`config.mk`:
```
export PLATFORM = sky130hd
export DESIGN_NAME = core6809_top
export DESIGN_NICKNAME = d
export VERILOG_FILES = /design/src/cpu_pkg.sv /design/src/isa_pkg.sv /design/src/alu8.sv /design/src/core6809_top.sv /design/src/fetch_ctrl.sv /design/src/pc_unit.sv /design/src/reg_file.sv /design/src/reset_vector_seq.sv
export SDC_FILE = /design/constraint.sdc
export NUM_CORES = 1
export LEC_CHECK = 0
export BUFFER_PORTS_ARGS = -buffer_cell sky130_fd_sc_hd__buf_4
export CAP_MARGIN = 5
export CORE_UTILIZATION = 55
export CTS_CLUSTER_DIAMETER = 100
export DETAILED_ROUTE_END_ITERATION = 16
export MAX_ROUTING_LAYER = met4
export PLACE_DENSITY = 0.78
export SYNTH_ARGS = -nofsm -noshare
export SYNTH_HDL_FRONTEND = slang
export SYNTH_SLANG_ARGS = --single-unit
export TNS_END_PERCENT = 20
```
`constraint.sdc`:
```
create_clock -name clk -period 6 [get_ports clk]
set_clock_uncertainty 0.05 [all_clocks]
set_input_delay 1.2 -clock clk [delete_from_list [all_inputs] [get_ports clk]]
set_output_delay 1.2 -clock clk [all_outputs]
set_load 0.005 [all_outputs]
```
`src/cpu_pkg.sv`:
```
`default_nettype none

package cpu_pkg;

  localparam int BYTE_W = 8;                 // Data bus width
  localparam int WORD_W = 16;                // Register pair and address width

  typedef logic [BYTE_W-1:0] byte_t;         // Data byte
  typedef logic [WORD_W-1:0] word_t;         // 16-bit register value
  typedef logic [WORD_W-1:0] addr_t;         // Bus address

  // Condition code register, msb first
  typedef struct packed {
    logic e;                                 // Entire state stacked
    logic f;                                 // FIRQ mask
    logic h;                                 // Half carry
    logic i;                                 // IRQ mask
    logic n;                                 // Negative
    logic z;                                 // Zero
    logic v;                                 // Overflow
    logic c;                                 // Carry / borrow
  } cc_t;

  localparam cc_t   CC_RESET          = 8'b1101_0000;   // E, F and I set out of reset
  localparam addr_t RESET_VECTOR_ADDR = 16'hFFFE;        // High byte, low byte at FFFF

endpackage

`default_nettype wire

```
`src/isa_pkg.sv`:
```
`default_nettype none

package isa_pkg;

  import cpu_pkg::*;

  // --------------------------------------------------------------------------
  // Opcodes
  // --------------------------------------------------------------------------
  // Row bases, only the high nibble is compared
  localparam byte_t OPC_BRA  = 8'h20;        // Short branches, condition in low nibble
  localparam byte_t OPC_NEGA = 8'h40;        // Inherent row on A
  localparam byte_t OPC_NEGB = 8'h50;        // Inherent row on B
  localparam byte_t OPC_SUBA = 8'h80;        // Immediate row on A
  localparam byte_t OPC_SUBB = 8'hC0;        // Immediate row on B
  localparam byte_t OPC_LDX  = 8'h8E;
  localparam byte_t OPC_LDD  = 8'hCC;
  localparam byte_t OPC_LDU  = 8'hCE;

  // Low nibble in the immediate rows
  localparam logic [3:0] ALU_OP_SUB = 4'h0;
  localparam logic [3:0] ALU_OP_CMP = 4'h1;
  localparam logic [3:0] ALU_OP_AND = 4'h4;
  localparam logic [3:0] ALU_OP_LD  = 4'h6;
  localparam logic [3:0] ALU_OP_EOR = 4'h8;
  localparam logic [3:0] ALU_OP_ADC = 4'h9;
  localparam logic [3:0] ALU_OP_OR  = 4'hA;
  localparam logic [3:0] ALU_OP_ADD = 4'hB;

  // Low nibble in the inherent rows
  localparam logic [3:0] ALU_OP_NEG = 4'h0;
  localparam logic [3:0] ALU_OP_COM = 4'h3;
  localparam logic [3:0] ALU_OP_LSR = 4'h4;
  localparam logic [3:0] ALU_OP_ASL = 4'h8;
  localparam logic [3:0] ALU_OP_DEC = 4'hA;
  localparam logic [3:0] ALU_OP_INC = 4'hC;
  localparam logic [3:0] ALU_OP_TST = 4'hD;
  localparam logic [3:0] ALU_OP_CLR = 4'hF;

  // One-hot fetch state
  typedef enum logic [4:0] {
    FETCH_WAIT = 5'b0_0001,                  // Waiting on the reset vector
    FETCH_IR   = 5'b0_0010,                  // Opcode on the bus
    FETCH_PB   = 5'b0_0100,                  // Post-byte or first immediate byte
    FETCH_B2   = 5'b0_1000,                  // Second immediate byte
    FETCH_B3   = 5'b1_0000                   // Reserved for 4-byte forms
  } fetch_state_e;

  typedef enum logic [1:0] {FC_INH, FC_IMM8, FC_IMM16} fetch_class_e;

  typedef struct packed {
    logic  valid;                            // Execute strobe
    byte_t opcode;
    word_t operand;                          // Immediate byte in [7:0] or full word
    logic  is_imm;
    logic  is_ld16;
  } exec_t;

  // B sits in the C row (bit 6) and in the 5 row (bit 4)
  function automatic logic acc_is_b(byte_t opcode, logic is_imm);
    return is_imm ? opcode[6] : opcode[4];
  endfunction

endpackage

`default_nettype wire

```
`src/alu8.sv`:
```
`timescale 1ns/100ps
`default_nettype none

module alu8
  import cpu_pkg::*;
  import isa_pkg::*;
(
  input  exec_t exec,
  input  byte_t a,
  input  byte_t b,
  input  cc_t   cc,
  output byte_t alu_result,
  output cc_t   alu_cc,                      // Equals cc when no op matched
  output logic  alu_write
);

  byte_t       acc;                          // Selected accumulator
  byte_t       opnd;                         // Immediate byte
  logic  [8:0] sum;                          // Carry out in bit 8
  logic  [8:0] diff;                         // Borrow out in bit 8
  logic        imm_op;
  logic        inh_op;
  logic        hit;                          // Kept operation decoded
  logic        keep;                         // Result goes back to A/B
  logic        h_n, v_n, c_n;

  assign imm_op = exec.is_imm &&
                  (exec.opcode[7:4] == OPC_SUBA[7:4] || exec.opcode[7:4] == OPC_SUBB[7:4]);
  assign inh_op = !exec.is_imm &&
                  (exec.opcode[7:4] == OPC_NEGA[7:4] || exec.opcode[7:4] == OPC_NEGB[7:4]);
  assign acc    = acc_is_b(exec.opcode, exec.is_imm) ? b : a;
  assign opnd   = exec.operand[7:0];
  assign sum    = {1'b0, acc} + {1'b0, opnd} +
                  {8'h00, cc.c & (exec.opcode[3:0] == ALU_OP_ADC)};
  assign diff   = {1'b0, acc} - {1'b0, opnd};

  always_comb begin
    alu_result = acc;
    h_n        = cc.h;                       // H only moves on adds
    v_n        = 1'b0;
    c_n        = cc.c;
    hit        = 1'b1;
    keep       = 1'b1;
    if (imm_op) begin
      case (exec.opcode[3:0])
        ALU_OP_SUB, ALU_OP_CMP: begin
          alu_result = diff[7:0];
          c_n        = diff[8];
          v_n        = (acc[7] ^ opnd[7]) & (acc[7] ^ diff[7]);
          keep       = (exec.opcode[3:0] == ALU_OP_SUB);   // CMP sets flags only
        end
        ALU_OP_AND: alu_result = acc & opnd;
        ALU_OP_LD:  alu_result = opnd;
        ALU_OP_EOR: alu_result = acc ^ opnd;
        ALU_OP_OR:  alu_result = acc | opnd;
        ALU_OP_ADC, ALU_OP_ADD: begin
          alu_result = sum[7:0];
          c_n        = sum[8];
          h_n        = acc[4] ^ opnd[4] ^ sum[4];          // Carry into bit 4
          v_n        = (acc[7] ~^ opnd[7]) & (acc[7] ^ sum[7]);
        end
        default: hit = 1'b0;
      endcase
    end else if (inh_op) begin
      case (exec.opcode[3:0])
        ALU_OP_NEG: begin
          alu_result = 8'h00 - acc;
          c_n        = (acc != 8'h00);
          v_n        = (acc == 8'h80);
        end
        ALU_OP_COM: begin
          alu_result = ~acc;
          c_n        = 1'b1;
        end
        ALU_OP_LSR: begin
          alu_result = {1'b0, acc[7:1]};     // N ends up clear
          c_n        = acc[0];
        end
        ALU_OP_ASL: begin
          alu_result = {acc[6:0], 1'b0};
          c_n        = acc[7];
          v_n        = acc[7] ^ acc[6];      // N xor C
        end
        ALU_OP_DEC: begin
          alu_result = acc - 8'd1;
          v_n        = (acc == 8'h80);
        end
        ALU_OP_INC: begin
          alu_result = acc + 8'd1;
          v_n        = (acc == 8'h7F);
        end
        ALU_OP_TST: keep = 1'b0;
        ALU_OP_CLR: begin
          alu_result = 8'h00;
          c_n        = 1'b0;
        end
        default: hit = 1'b0;
      endcase
    end else begin
      hit = 1'b0;                            // Branches, 16-bit loads, no-ops
    end
  end

  assign alu_cc    = hit ? cc_t'{e: cc.e, f: cc.f, h: h_n, i: cc.i, n: alu_result[7],
                                 z: (alu_result == 8'h00), v: v_n, c: c_n} : cc;
  assign alu_write = exec.valid && hit && keep;

endmodule

`default_nettype wire

```
`src/core6809_top.sv`:
```
`timescale 1ns/100ps
`default_nettype none

module core6809_top
  import cpu_pkg::*;
  import isa_pkg::*;
(
  input  logic  clk,
  input  logic  reset_b,
  input  byte_t din,                         // mem[addr], read only
  output addr_t addr
);

  // --------------------------------------------------------------------------
  // Vector fetch
  // --------------------------------------------------------------------------
  logic  vec_busy;
  addr_t vec_addr;
  logic  vec_load;
  word_t vec_word;

  // Fetch to execute
  exec_t exec;
  logic  branch_fetch;

  // Registers and ALU
  byte_t a;
  byte_t b;
  cc_t   cc;
  byte_t alu_result;
  cc_t   alu_cc;
  logic  alu_write;

  // All ports share the names of the nets above
  reset_vector_seq u_reset_vector_seq (.*);
  fetch_ctrl       u_fetch_ctrl       (.*);
  alu8             u_alu8             (.*);
  reg_file         u_reg_file         (.*);
  pc_unit          u_pc_unit          (.*);

endmodule

`default_nettype wire

```
`src/fetch_ctrl.sv`:
```
`timescale 1ns/100ps
`default_nettype none

module fetch_ctrl
  import cpu_pkg::*;
  import isa_pkg::*;
(
  input  logic  clk,
  input  logic  reset_b,
  input  byte_t din,
  input  logic  vec_load,
  output exec_t exec,
  output logic  branch_fetch                 // Branch offset on din
);

  fetch_state_e state_q, state_d;
  fetch_class_e class_q, class_d;            // class_d sorts din in FETCH_IR
  byte_t        ir_q;                        // Opcode
  byte_t        pb_q;                        // Post-byte / immediate
  byte_t        b2_q;                        // Low byte of a 16-bit immediate
  logic         valid_q;
  logic         last_byte;                   // Instruction complete at this edge

  // --------------------------------------------------------------------------
  // Fetch classifier, straight off the bus
  // --------------------------------------------------------------------------
  always_comb begin
    class_d = FC_INH;                        // Unknown opcodes run as 1-byte no-ops
    if (din[7:4] == OPC_BRA[7:4]) begin
      class_d = FC_IMM8;
    end else if ((din[7:4] == OPC_SUBA[7:4] || din[7:4] == OPC_SUBB[7:4]) &&
                 din[3:0] inside {ALU_OP_SUB, ALU_OP_CMP, ALU_OP_AND, ALU_OP_LD,
                                  ALU_OP_EOR, ALU_OP_ADC, ALU_OP_OR, ALU_OP_ADD}) begin
      class_d = FC_IMM8;
    end else if (din inside {OPC_LDD, OPC_LDX, OPC_LDU}) begin
      class_d = FC_IMM16;
    end
  end

  always_comb begin
    state_d   = state_q;
    last_byte = 1'b0;
    case (state_q)
      FETCH_WAIT: begin
        if (vec_load) state_d = FETCH_IR;
      end
      FETCH_IR: begin
        last_byte = (class_d == FC_INH);
        state_d   = last_byte ? FETCH_IR : FETCH_PB;
      end
      FETCH_PB: begin
        last_byte = (class_q != FC_IMM16);
        state_d   = last_byte ? FETCH_IR : FETCH_B2;
      end
      FETCH_B2, FETCH_B3: begin
        last_byte = 1'b1;
        state_d   = FETCH_IR;
      end
      default: state_d = FETCH_WAIT;
    endcase
  end

  always_ff @(posedge clk or negedge reset_b) begin
    if (!reset_b) begin
      state_q <= FETCH_WAIT;
      class_q <= FC_INH;
      ir_q    <= '0;
      valid_q <= 1'b0;
    end else begin
      state_q <= state_d;
      valid_q <= last_byte;                  // Strobe follows the last byte
      if (state_q == FETCH_IR) begin
        ir_q    <= din;
        class_q <= class_d;
      end
    end
  end

  always_ff @(posedge clk) begin
    if (state_q == FETCH_PB) pb_q <= din;
    if (state_q == FETCH_B2) b2_q <= din;
  end

  always_comb begin
    exec.valid   = valid_q;
    exec.opcode  = ir_q;
    exec.operand = (class_q == FC_IMM16) ? {pb_q, b2_q} : {8'h00, pb_q};
    exec.is_imm  = (class_q != FC_INH);
    exec.is_ld16 = (class_q == FC_IMM16);    // Only LDD, LDX, LDU get here
  end

  assign branch_fetch = (state_q == FETCH_PB) && (ir_q[7:4] == OPC_BRA[7:4]);

  a_state_onehot: assert property (@(posedge clk) disable iff (!reset_b)
    $onehot(state_q));

  // Back-to-back strobes only with a fresh opcode captured in between
  a_exec_new_op: assert property (@(posedge clk) disable iff (!reset_b)
    exec.valid && $past(exec.valid) |-> $past(state_q) == FETCH_IR);

endmodule

`default_nettype wire

```
`src/pc_unit.sv`:
```
`timescale 1ns/100ps
`default_nettype none

module pc_unit
  import cpu_pkg::*;
  import isa_pkg::*;
(
  input  logic  clk,
  input  logic  reset_b,
  input  byte_t din,                         // Branch offset when branch_fetch
  input  logic  vec_busy,
  input  addr_t vec_addr,
  input  logic  vec_load,
  input  word_t vec_word,
  input  logic  branch_fetch,
  input  exec_t exec,
  input  cc_t   cc,
  output addr_t addr
);

  addr_t pc_q;                               // Address of the byte on the bus
  addr_t pc_inc;
  logic  pc_step;                            // PC moves this cycle
  logic  taken;

  assign pc_step = !vec_busy;
  assign pc_inc  = pc_q + 16'd1;

  // Condition from the low opcode nibble
  always_comb begin
    case (exec.opcode[3:0])
      4'h0:    taken = 1'b1;                 // BRA
      4'h4:    taken = !cc.c;                // BCC
      4'h5:    taken = cc.c;                 // BCS
      4'h6:    taken = !cc.z;                // BNE
      4'h7:    taken = cc.z;                 // BEQ
      4'h8:    taken = !cc.v;                // BVC
      4'h9:    taken = cc.v;                 // BVS
      4'hA:    taken = !cc.n;                // BPL
      4'hB:    taken = cc.n;                 // BMI
      default: taken = 1'b0;                 // BRN and unsupported conditions
    endcase
  end

  always_ff @(posedge clk or negedge reset_b) begin
    if (!reset_b) begin
      pc_q <= '0;
    end else if (vec_load) begin
      pc_q <= vec_word;
    end else if (pc_step) begin
      pc_q <= (branch_fetch && taken) ? pc_inc + {{8{din[7]}}, din} : pc_inc;
    end
  end

  assign addr = vec_busy ? vec_addr : pc_q;  // Vector fetch first

  a_pc_hold: assert property (@(posedge clk) disable iff (!reset_b)
    vec_busy && !vec_load |=> $stable(pc_q));

  // Offset cycle never overlaps an execute, so the flags are settled
  a_branch_cc: assert property (@(posedge clk) disable iff (!reset_b)
    branch_fetch |-> !exec.valid);

endmodule

`default_nettype wire

```
`src/reg_file.sv`:
```
`timescale 1ns/100ps
`default_nettype none

module reg_file
  import cpu_pkg::*;
  import isa_pkg::*;
(
  input  logic  clk,
  input  logic  reset_b,
  input  exec_t exec,
  input  byte_t alu_result,
  input  cc_t   alu_cc,
  input  logic  alu_write,
  output byte_t a,
  output byte_t b,
  output cc_t   cc
);

  word_t x_q;                                // Index register, for later addressing modes
  word_t u_q;                                // User stack pointer, same
  cc_t   ld16_cc;

  // 16-bit load flags
  always_comb begin
    ld16_cc   = cc;                          // C, H and masks kept
    ld16_cc.n = exec.operand[15];
    ld16_cc.z = (exec.operand == 16'h0000);
    ld16_cc.v = 1'b0;
  end

  always_ff @(posedge clk or negedge reset_b) begin
    if (!reset_b) begin
      a   <= '0;
      b   <= '0;
      x_q <= '0;
      u_q <= '0;
      cc  <= CC_RESET;
    end else if (exec.valid) begin
      if (exec.is_ld16) begin
        cc <= ld16_cc;
        case (exec.opcode)
          OPC_LDD: {a, b} <= exec.operand;   // D is A:B
          OPC_LDX: x_q    <= exec.operand;
          OPC_LDU: u_q    <= exec.operand;
          default: ;
        endcase
      end else begin
        cc <= alu_cc;                        // Unchanged for branches and no-ops
        if (alu_write) begin
          if (acc_is_b(exec.opcode, exec.is_imm)) begin
            b <= alu_result;
          end else begin
            a <= alu_result;
          end
        end
      end
    end
  end

  // ALU write-back only in an execute cycle and never with a 16-bit load
  a_alu_write: assert property (@(posedge clk) disable iff (!reset_b)
    alu_write |-> exec.valid && !exec.is_ld16);

endmodule

`default_nettype wire

```
`src/reset_vector_seq.sv`:
```
`timescale 1ns/100ps
`default_nettype none

module reset_vector_seq
  import cpu_pkg::*;
(
  input  logic  clk,
  input  logic  reset_b,
  input  byte_t din,
  output logic  vec_busy,                    // Sequencer owns the address bus
  output addr_t vec_addr,
  output logic  vec_load,                    // Low byte on din this cycle
  output word_t vec_word
);

  byte_t hi_q;                               // Staged high byte
  logic  step_q;                             // Second step, low byte

  always_ff @(posedge clk or negedge reset_b) begin
    if (!reset_b) begin
      vec_busy <= 1'b1;
      vec_addr <= RESET_VECTOR_ADDR;
      step_q   <= 1'b0;
    end else if (vec_busy) begin
      step_q <= 1'b1;
      if (step_q) begin
        vec_busy <= 1'b0;                    // Idle until the next reset
      end else begin
        vec_addr <= vec_addr + 16'd1;
      end
    end
  end

  always_ff @(posedge clk) begin
    if (vec_busy && !step_q) begin
      hi_q <= din;
    end
  end

  assign vec_load = vec_busy && step_q;
  assign vec_word = {hi_q, din};             // Big-endian

  // Single pulse, bus released right after it
  a_vec_load: assert property (@(posedge clk) disable iff (!reset_b)
    vec_load |-> vec_busy ##1 (!vec_busy && !vec_load));

endmodule

`default_nettype wire

```
=== Word-level counts from Yosys, hierarchy flattened ===
Cells that the tools add are included.

* Add/sub/neg operators: 9
* Multiply operators: 0
* Divide/modulo/power cells: 0
* Order comparisons: 0
* Equal/unequal tests: 46
* Shift operators: 0
* Mux-type cells: 48
* Bitwise logic cells: 14
* Reduce and logical (&&, ||, !) cells: 43

{| class="wikitable"
|+ Operators with widths
! operator !! count
|-
| 2-to-1 mux 8 bit || 11
|-
| 2-to-1 mux 16 bit || 5
|-
| equality test 4 bit, second input constant || 15
|-
| one-hot mux 8 bit (7 select lines) || 1
|-
| one-hot mux 8 bit (6 select lines) || 1
|-
| equality test 8 bit, second input constant || 5
|-
| adder 16 x 1 -> 16 bit, second input constant || 2
|-
| equality test 4 x 3 -> 1 bit, second input constant || 8
|-
| one-hot mux 5 bit (4 select lines) || 1
|-
| adder 16 bit || 1
|-
| logical NOT 16 bit || 1
|-
| nonzero test 8 bit || 2
|-
| OR reduction 8 bit || 2
|-
| 2-to-1 mux 1 bit || 15
|-
| equality test 4 x 2 -> 1 bit, second input constant || 3
|-
| 2-to-1 mux 4 bit || 3
|-
| nonzero test 2 bit || 5
|-
| adder 8 x 8 -> 9 bit || 1
|-
| adder 9 x 1 -> 9 bit || 1
|-
| logical AND 1 bit || 9
|-
| one-hot mux 1 bit (9 select lines) || 1
|-
| subtractor 8 x 8 -> 9 bit || 1
|-
| adder 8 x 1 -> 8 bit, second input constant || 1
|-
| AND 8 bit || 1
|-
| 37 further kinds || 64
|}

* Flip-flop bits (word level): 94
* Bits in latches: 0
* RAM bits: 0
* ROM bits: 0
* Logic and storage cells: 177
* Memories kept: 0

=== Longest topological paths before layout ===
Gate-level depths: netlist (run 1).

* Depth in word-level cells: 11
* Mapped depth: 17
* Mapped depth without buffers: 15

=== Hierarchy ===
Synthesis (run 1) repeated with hierarchy kept, for this count alone.

* Cells, all modules: 996
* Area, all modules: 8727.1 sq um

{| class="wikitable"
|+ Modules (own cells, without submodules)
! module !! instances !! cells an instance !! area an instance (sq um) !! seq. area each (sq um)
|-
| alu8 || 1 || 420 || 2807.7 || 0.0
|-
| pc_unit || 1 || 281 || 2227.1 || 400.4
|-
| fetch_ctrl || 1 || 114 || 1372.6 || 857.1
|-
| reg_file || 1 || 102 || 1211.2 || 604.3
|-
| reset_vector_seq || 1 || 79 || 1108.6 || 710.7
|}

=== Least setup slack after synthesis (run 1) ===
Ideal clock, no wire load.

* Path type: flip-flop to flip-flop
* Start: register u_fetch_ctrl.class_q[1]
* End: register u_reg_file.a[7]
* Library setup time: 0.104 ns
* Data arrival time: 3.526 ns
* Path slack: 2.320 ns
* Cell stages (with the launch flop): 15
* Path buffers: 1
* Cells stage by stage: dfrtp_1 buf_4 or3b_4 nand2_2 mux2_4 fa_1 nor3b_1 nor3_1 o21ba_2 o21ai_1 or3b_2 a31oi_1 a211o_1 a31oi_1 o311ai_1

* Cells in the longest elaborated chain, start to end: 10
* Elaborated cells between the ends (all ways): 36
* Those cells by class: 6 x add/sub; 3 x eq/ne; 15 x mux; 4 x bitwise; 8 x reduce/logical

{| class="wikitable"
|+ Ends and longest elaborated chain
! what !! line !! text
|-
| start: declaration || fetch_ctrl.sv:17 || <nowiki>fetch_class_e class_q, class_d;</nowiki>
|-
| start signal: assignment || fetch_ctrl.sv:74 || <nowiki>class_q <= class_d;</nowiki>
|-
| nonzero test 2 bit || fetch_ctrl.sv:88 || <nowiki>exec.is_imm = (class_q != FC_INH);</nowiki>
|-
| 2-to-1 mux 1 bit || isa_pkg.sv:61 || <nowiki>return is_imm ? opcode[6] : opcode[4];</nowiki>
|-
| 2-to-1 mux 8 bit || alu8.sv:31 || <nowiki>assign acc = acc_is_b(exec.opcode, exec.is_imm) ? b : a;</nowiki>
|-
| adder 8 x 8 -> 9 bit (tied with other cells) || alu8.sv:33 || <nowiki>assign sum = {1'b0, acc} + {1'b0, opnd} +</nowiki>
|-
| adder 9 x 1 -> 9 bit or one-hot mux 8 bit (7 select lines) (tied branches) || alu8.sv:33, alu8.sv:65 ||
|-
| one-hot mux 8 bit (6 select lines) or 2-to-1 mux 8 bit (tied branches) || alu8.sv:45, alu8.sv:64 ||
|-
| 2-to-1 mux 8 bit || alu8.sv:44 || <nowiki>if (imm_op) begin</nowiki>
|-
| 2-to-1 mux 8 bit || reg_file.sv:50 || <nowiki>if (acc_is_b(exec.opcode, exec.is_imm)) begin</nowiki>
|-
| 2-to-1 mux 8 bit || reg_file.sv:49 || <nowiki>if (alu_write) begin</nowiki>
|-
| 2-to-1 mux 8 bit || reg_file.sv:39 || <nowiki>if (exec.is_ld16) begin</nowiki>
|-
| end signal: assignment || reg_file.sv:42 || <nowiki>OPC_LDD: {a, b} <= exec.operand;</nowiki>
|-
| end signal: assignment || reg_file.sv:53 || <nowiki>a <= alu_result;</nowiki>
|-
| end: declaration || reg_file.sv:14 || <nowiki>output byte_t a,</nowiki>
|}

Parallel ways exist; a longest one is shown, timed or not. The select of a mux whose other input is x is not followed.
A chain may end at the register's enable or synchronous reset.

=== Worst setup path in the final report (run 1) ===
* Start: register u_fetch_ctrl.ir_q[3]
* End: register, netlist name u_reg_file.cc[2]

* Cells in the longest elaborated chain, start to end: 8
* Elaborated cells between the ends (all ways): 31
* Those cells by class: 1 x add/sub; 11 x eq/ne; 10 x mux; 1 x bitwise; 8 x reduce/logical

{| class="wikitable"
|+ Ends and longest elaborated chain
! what !! line !! text
|-
| start: declaration || fetch_ctrl.sv:18 || <nowiki>byte_t ir_q;</nowiki>
|-
| start signal: assignment || fetch_ctrl.sv:73 || <nowiki>ir_q <= din;</nowiki>
|-
| equality test 4 bit || alu8.sv:34, alu8.sv:45 ||
|-
| AND 1 bit || alu8.sv:34 || <nowiki>{8'h00, cc.c & (exec.opcode[3:0] == ALU_OP_ADC)};</nowiki>
|-
| adder 9 x 1 -> 9 bit || alu8.sv:33 ||
|-
| one-hot mux 8 bit (6 select lines) || alu8.sv:45 || <nowiki>case (exec.opcode[3:0])</nowiki>
|-
| 2-to-1 mux 8 bit || alu8.sv:44 ||
|-
| logical NOT 8 bit || alu8.sv:105 || <nowiki>z: (alu_result == 8'h00), v: v_n, c: c_n} : cc;</nowiki>
|-
| 2-to-1 mux 4 bit || alu8.sv:104 || <nowiki>assign alu_cc = hit ? cc_t'{e: cc.e, f: cc.f, h: h_n, i: cc.i, n: alu_result[7],</nowiki>
|-
| 2-to-1 mux 4 bit || reg_file.sv:39 ||
|}

Parallel ways exist; a longest one is shown, timed or not. The select of a mux whose other input is x is not followed.

==> results of run 1 <==
## cell type report
cell class / instances / area [um^2]
well taps: 180 / 225
flip-flops and latches: 93 / 2470
multi-input cells: 730 / 5270
fillers: 1172 / 5350
clock inverters: 5 / 66.3
inverters: 34 / 128
repair buffers: 38 / 285
clock buffers: 11 / 243
## synth_stat cells (all sizes together) (9+ instances only)
cell / count
edfxtp: 24
xor2: 23
o221ai: 15
dfrtp: 52
and3: 13
o21ai: 44
a21oi: 60
mux2: 35
nand4: 14
nor2b: 11
clkbuf: 31
and2: 9
o31ai: 10
dfstp: 17
inv: 34
nand2b: 13
mux2i: 30
nand2: 68
buf: 12
xnor2: 32
a31oi: 13
nor3: 27
ha: 49
nand3: 27
a211oi: 20
nor2: 74
## power breakdown
part	switching, mW	internal [mW]
sequential	0.123	0.709
combinational	0.627	0.500
clock	0.257	0.341
## metrics by stage
step,setup WS (ps),cell area [um^2]
final,1450,8690
after global routing,1100,8690
after global placement,1700,8380
after CTS,1550,8690
after detailed placement,1560,8380
after floorplan,2320,8040
## worst max path at each step
stage / start / cells past startpoint / to / slack, ps
global placement: u_fetch_ctrl.class_q[1] / 14 / u_reg_file.a[7] / 1700
detailed placement: u_fetch_ctrl.ir_q[3] / 15 / u_reg_file.cc[2] / 1560
floorplan: u_fetch_ctrl.class_q[1] / 14 / u_reg_file.a[7] / 2320
CTS: u_fetch_ctrl.ir_q[3] / 15 / u_reg_file.cc[2] / 1550
global route: u_fetch_ctrl.ir_q[3] / 15 / u_reg_file.cc[2] / 1100
finish: u_fetch_ctrl.ir_q[3] / 15 / u_reg_file.cc[2] / 1450
## routing by layer
layer	track usage (%)	routed length [um]	share of wire, %
met1	39.9	9320	41
met2	52.3	10700	47
met3	3.69	1550	6.8
met5	-	0	0
met4	16.6	1070	4.7
## worst max-delay path: stages (launching register included)
cell and delay [ps]:
dfrtp_1 860, nor2b_1 400, nand2_1 330, nor3b_1 360
fa_1 250, inv_1 60, fa_1 400, o21bai_1 160
a21oi_1 120, o21ai_0 240, nor3b_1 80, o41ai_1 350
a32o_1 170, a32o_1 250, nand4b_1 130, o41ai_2 230
## cells in the final DEF, fill, tap and decap left out, drive strengths merged, types with 6 or more instances in the layout
| cell type | count |
|---|---|
| o22ai | 6 |
| o21bai | 6 |
| clkbuf | 11 |
| edfxtp | 24 |
| o211ai | 8 |
| buf | 38 |
| dfrtp | 52 |
| mux2 | 35 |
| or2 | 7 |
| a21oi | 60 |
| o21a | 8 |
| and3 | 13 |
| o221ai | 15 |
| ha | 49 |
| nand2 | 68 |
| nor3 | 27 |
| or3 | 8 |
| a21o | 7 |
| a31oi | 13 |
| nor4b | 6 |
| nand4 | 14 |
| xnor2 | 32 |
| nor2 | 74 |
| xor2 | 23 |
| inv | 37 |
| nor3b | 8 |
| nand2b | 13 |
| o31ai | 10 |
| and2 | 9 |
| dfstp | 17 |
| nor2b | 11 |
| a211oi | 20 |
| o21ai | 44 |
| mux2i | 30 |
| nand3 | 27 |
## registers in the layout (all words and copies together), names as in the netlist
signal and count:
u_fetch_ctrl.b2_q 8, u_fetch_ctrl.class_q 2, u_fetch_ctrl.ir_q 8, u_fetch_ctrl.pb_q 8
u_fetch_ctrl.state_q 4, u_fetch_ctrl.valid_q 1, u_pc_unit.pc_q 16, u_reg_file.a 8
u_reg_file.b 8, u_reg_file.cc 4, u_reset_vector_seq.hi_q 8, u_reset_vector_seq.step_q 1
u_reset_vector_seq.vec_addr 16, u_reset_vector_seq.vec_busy 1
## kinds of logic (layout without fill, tap and decap cells)
kind of cell,Yosys count,count (layout)
and+or+nand+nor,303,303
xor gates and xnor gates,55,55
buffers and inverters,77,88
DFF,93,93
muxes,65,65
AOI/OAI and AO/OA,254,254
adders and majority gates,53,53
==> summary.md, run 1 <==
| Metric | Value |
|---|---|
| Worst-Skew Late Latency | `350 ps` |
| I/O pin count | `26` |
| HPWL Detailed | `~16000 um` |
| Fin crit share | `75.9%` |
| Main area contributors after synthesis | `dfrtp_1, edfxtp_1, ha_1` |
| Pin count of the biggest net entering global routing | `70` |
| CP required | `6200 ps` |
| Die area | `15100 um^2` |
| Post-synth top area share | `roughly 16%` |
| Post-synthesis compound-gate area fraction | `21.9%` |
| RR Endpoint | `u_reg_file.cc[2]` |
| Max-slew violations | `0` |
| Sequential fraction of the synthesis area | `30.7%` |
| Fmax | `220 MHz` |
| Cells after Synth | `900` |
| Setup slack, reg-to-reg | `1450 ps` |
| Total global-route track usage | `32.3%` |
| Hold Crit Start | `u_reset_vector_seq.vec_addr[15]` |
| CP max FO | `27` |
| Post-synth top flop | `dfrtp_1` |
| Simple-gate share of the synthesized area | `19.7%` |
| Critical path startpoint category | `flop` |
| #FFs+latches synth | `between 90 and 100` |
| MaxCap Viol Count | `0` |
| Slew at the pin closest to its max-slew limit | `1090 ps` |
| Die H | `123 um` |
| Vias per Instance | `6.64` |
| Row cnt | `43` |
| Post-layout util | `slightly above 60%` |
| Resized Gates After CTS | `0` |
| Share of layout cells above drive strength 1 | `15.9%` |
| Total gr overflow | `0` |
| Hold Path Sink | `u_reset_vector_seq.vec_addr[15]` |
| CTS tree | `done` |
| GP Congestion | `0.995` |
| Crit path kind | `reg -> reg` |
| Worst R2R Start | `u_fetch_ctrl.ir_q[3]` |
| Synth Area in Adders | `8.62%` |
| RSZ-0062 raised after global routing | `false` |
| Initial Utilization | `a little under three fifths` |
| Critical Path End Type | `flop` |
| Hold WS | `roughly 440 ps` |
| NumNets Final | `969` |
| Clk sink count | `93` |
| First-pass detailed-route iteration total | `5` |
| 1st-iter DRT viols | `634` |
| Mux share of post-synthesis cell area | `9.09%` |
| Combinational family with the most area after synthesis | `compound AO/OA/AOI/OAI gates` |
| Post-CTS Setup Repair Bufs | `0` |
| Core footprint | `approximately 14000 um^2` |
| DIE WIDTH | `123 um` |
| Synth async-reset ratio | `74.2%` |
| Critical path arrival | `4750 ps` |
| Status | `completed` |
| Final min period | `4550 ps` |
| VDD IR max | `0.000215 V` |
| Hold Path Class | `reg -> reg` |
| Input/output buffers | `25` |
| Post-synthesis xor/xnor area fraction | `around 6.0%` |
| Avg Inst Size Synth | `8.93 um^2` |
| Mapped Area | `8040 um^2` |
| Hold buffer count at CTS | `0` |
| Largest area contributor in the netlist | `dfrtp_1` |
| Cells on worst reg2reg path | `15` |
| Residual DRC | `0` |
| Routed wire length | `22600 um` |
| CTS root buffer | `clkbuf_16` |
| Hold Vio Cnt, Final | `0` |
| Slew HR | `26.9%` |
| Syn_nets | `963` |
| Final ANT Viol Nets | `0` |
| Post-synth EDFFs | `24` |
| Area grow syn2layout | `8.09%` |
| Final Power | `2.56 mW` |
| Global-route wire length before repair | `35900 um` |
| ANT cells | `0` |
| Placed cell count | `1075` |
| Total CTS buffers | `9` |
| WL per Instance | `20.7 um` |
| Hold depth | `1` |
| Clock buffer depth | `2` |
| Post-Layout Cell Count | `1091` |
| Clk slew on worst S/H paths | `70 ps` |
| Leak Pwr | `around 3.5 nW` |
| Unique masters post-synth | `94` |
| Setup TNS | `0 ps` |
| Synth warn | `0` |
| Initial antenna violation count | `0` |
| H-tree depth | `3` |
| Via count of the routed design | `between 7000 and 8000` |
| Vias in the first global route | `6853` |
| Pwr dens | `294 nW/um^2` |
| Final setup viols | `0` |
Note: power is estimated with default switching activity, not from simulation.
==> run 2, diff against run 1 <==
- PLACE_DENSITY: 0.78 -> 0.81
- clock period: 6 -> 4 ns (I/O delays scaled with it)
==> run 2 against run 1 <==
Compared with the run above:
- register-to-register slack worse by 1400 ps
- combinational power is 65% higher
- final area is 4.0% higher
- count of clock-buffer cells in the layout is 1 lower
- first-iteration DRC count is 15% higher
- sequential cell count stayed put
- die area stayed put
- wire length is 5.9% higher
- non-clock buffer count is 42 higher
- global-route usage is 1.8 points higher
- clock power is 45% higher
- cell count is 3.8% higher
- largest cell class unchanged
- largest power group unchanged
==> summary.md, run 2 (synthesis results as in run 1) <==
| Metric | Value |
|---|---|
| Vias in the first global route | `7277 (was 6853)` |
| Die area | `15100 um^2 (unchanged)` |
| Slew HR | `31.6% (was 26.9%)` |
| I/O pin count | `26 (unchanged)` |
| Pin count of the biggest net entering global routing | `70 (unchanged)` |
| 1st-iter DRT viols | `729 (was 634)` |
| Commonest non-fill, non-tap cells in the layout | `buf_4, nor2_1, nand2_1 (was nor2_1, nand2_1, a21oi_1)` |
| Post-Layout Cell Count | `1133 (was 1091)` |
| MaxCap Viol Count | `0 (unchanged)` |
| Global Route met1 Usage | `40.1% (was 39.9%)` |
| Post-layout util | `64.3% (was 61.9%)` |
| Routed wire length | `23900 um (was 22600 um)` |
| Placed cell count | `1117 (was 1075)` |
| Final setup viols | `0 (unchanged)` |
| Worst slack at placement | `185 ps (was 1560 ps)` |
| Final ANT Viol Nets | `0 (unchanged)` |
| Die H | `123 um (unchanged)` |
| Initial antenna violation count | `0 (unchanged)` |
| Final min period | `3950 ps (was 4550 ps)` |
| Hold Path Class | `reg -> reg (unchanged)` |
| First-pass detailed-route iteration total | `7 (was 5)` |
| Post-CTS Setup Repair Bufs | `0 (unchanged)` |
| Core footprint | `14000 um^2 (unchanged)` |
| Final Power | `3.92 mW (was 2.56 mW)` |
| Slew at the pin closest to its max-slew limit | `1020 ps (was 1090 ps)` |
| Critical path startpoint category | `flop (unchanged)` |
| GP Congestion | `1.02 (was 0.995)` |
| Critical Path End Type | `flop (unchanged)` |
| Total CTS buffers | `9 (unchanged)` |
| ANT cells | `0 (unchanged)` |
| Crit path kind | `reg -> reg (unchanged)` |
| Vias per Instance | `6.66 (was 6.64)` |
| Clk slew on worst S/H paths | `70 ps (about the same)` |
| Setup slack, reg-to-reg | `50 ps (was 1450 ps)` |
| Fin crit share | `98.7% (was 75.9%)` |
| RSZ-0062 raised after global routing | `true (was false)` |
| NumNets Final | `1011 (was 969)` |
| Hold WS | `439 ps (was 438 ps)` |
| Worst R2R Start | `u_fetch_ctrl.class_q[1] (was u_fetch_ctrl.ir_q[3])` |
| Initial Utilization | `57.2% (unchanged)` |
| Grt met3 use | `7.33% (was 3.69%)` |
| Hold Vio Cnt, Final | `0 (unchanged)` |
| M2 GR Usage | `54.4% (was 52.3%)` |
| Pwr dens | `434 nW/um^2 (was 294 nW/um^2)` |
| VDD IR max | `0.000371 V (was 0.000215 V)` |
| Worst setup margin | `51.4 ps (was 1450 ps)` |
| Worst-Skew Late Latency | `360 ps (was 350 ps)` |
| Total gr overflow | `0 (unchanged)` |
| WL per Instance | `21.1 um (was 20.7 um)` |
| CP max FO | `5 (was 27)` |
| Hold Crit Start | `u_reset_vector_seq.vec_addr[15] (unchanged)` |
| Hold depth | `1 (unchanged)` |
| RR Endpoint | `u_reg_file.b[7] (was u_reg_file.cc[2])` |
| HPWL Detailed | `17600 um (was 16500 um)` |
| Cells on worst reg2reg path | `14 (was 15)` |
| Hold buffer count at CTS | `0 (unchanged)` |
| Clock buffer depth | `2 (unchanged)` |
| Residual DRC | `0 (unchanged)` |
| Input/output buffers | `25 (unchanged)` |
| Resized Gates After CTS | `0 (unchanged)` |
| CTS root buffer | `clkbuf_16 (unchanged)` |
| Share of layout cells above drive strength 1 | `20.6% (was 15.9%)` |
| Status | `completed (unchanged)` |
| Row cnt | `43 (unchanged)` |
| Total global-route track usage | `34.1% (was 32.3%)` |
| GRT busiest layer | `met2 (unchanged)` |
| H-tree depth | `3 (unchanged)` |
| Cell Chain, Critical Path | `or3b_4 > nand2_4 > mux2_4 > fa_1 > nor3b_1 > nor3_1 > buf_4 > o21ba_2 > o21ai_1 > or3b_2 > a31oi_1 > a211o_1 > a31oi_2 > o311ai_2 (was nor2b_1 > nand2_1 > nor3b_1 > fa_1 > inv_1 > fa_1 > o21bai_1 > a21oi_1 > o21ai_0 > nor3b_1 > o41ai_1 > a32o_1 > a32o_1 > nand4b_1 > o41ai_2)` |
| Leak Pwr | `3.66 nW (was 3.46 nW)` |
| Critical path arrival | `4140 ps (was 4750 ps)` |
| DIE WIDTH | `123 um (unchanged)` |
| Global-route wire length before repair | `37800 um (was 35900 um)` |
| CP required | `4190 ps (was 6200 ps)` |
| Cell at the slowest stage of the critical path | `or3b_2 (was dfrtp_1)` |
| Area grow syn2layout | `12.4% (was 8.09%)` |
| Slowest cell delay on critical path | `490 ps (was 860 ps)` |
| Hold Path Sink | `u_reset_vector_seq.vec_addr[15] (unchanged)` |
| Via count of the routed design | `7550 (was 7243)` |
| Max-slew violations | `0 (unchanged)` |
| Fmax | `253 MHz (was 220 MHz)` |
| CTS tree | `done (unchanged)` |
| Largest regs | `u_pc_unit.pc_q x16, u_reset_vector_seq.vec_addr x16 (unchanged)` |
| Commonest non-fill, non-tap cell in the layout | `buf_4 (was nor2_1)` |
| Clk sink count | `93 (unchanged)` |
run 2: area by class of cell:
| cell class | count | area, um^2 |
|---|---|---|
| repair buffers | 80 | 601 |
| flip-flops and latches | 93 | 2470 |
| fillers | 1142 | 5010 |
| clock inverters | 6 | 61.3 |
| clock buffers | 10 | 239 |
| well taps | 180 | 225 |
| multi-input cells | 730 | 5310 |
| inverters | 34 | 128 |
run 2: worst max path at each step:
stage                            start              end  slack (ps)  cells after the start
2_1_floorplan  u_fetch_ctrl.class_q[1]  u_reg_file.a[7]         320                     14
3_3_place_gp   u_fetch_ctrl.class_q[0]  u_reg_file.b[6]         260                     15
3_5_place_dp   u_fetch_ctrl.class_q[0]  u_reg_file.b[7]         190                     14
4_1_cts        u_fetch_ctrl.class_q[0]  u_reg_file.a[7]         100                     14
5_1_grt        u_fetch_ctrl.class_q[1]  u_reg_file.b[7]        -140                     14
6_report       u_fetch_ctrl.class_q[1]  u_reg_file.b[7]          50                     14
run 2: layer usage:
metal,wire (um),share of wire (%),vias to the layer above
li1,-,-,3474
met1,9420,39,3535
met2,11100,46,423
met3,2130,8.9,118
met4,1240,5.2,0
met5,0,0,-
run 2: metrics by stage:
stage	area (um^2)	TNS (ps)
floorplan	8040	0
global placement	8700	0
detailed placement	8700	0
CTS	9000	0
global route	9030	-154
finish	9030	0
run 2: critical path: cells and delay by family (launching register included):
kind / cells / cell delay [ps]
simple gates: 5 / 1370
mux: 1 / 320
fa+ha+maj: 1 / 430
flops: 1 / 400
buf+inv: 1 / 170
compound gates: 6 / 1090
run 2: power by group:
| group | leakage, nW | switching (mW) | internal, mW |
|---|---|---|---|
| combinational | 2.47 | 1.06 | 0.808 |
| sequential | 1.05 | 0.120 | 1.06 |
| clock | 0.145 | 0.412 | 0.455 |
| total | 3.66 | 1.59 | 2.33 |
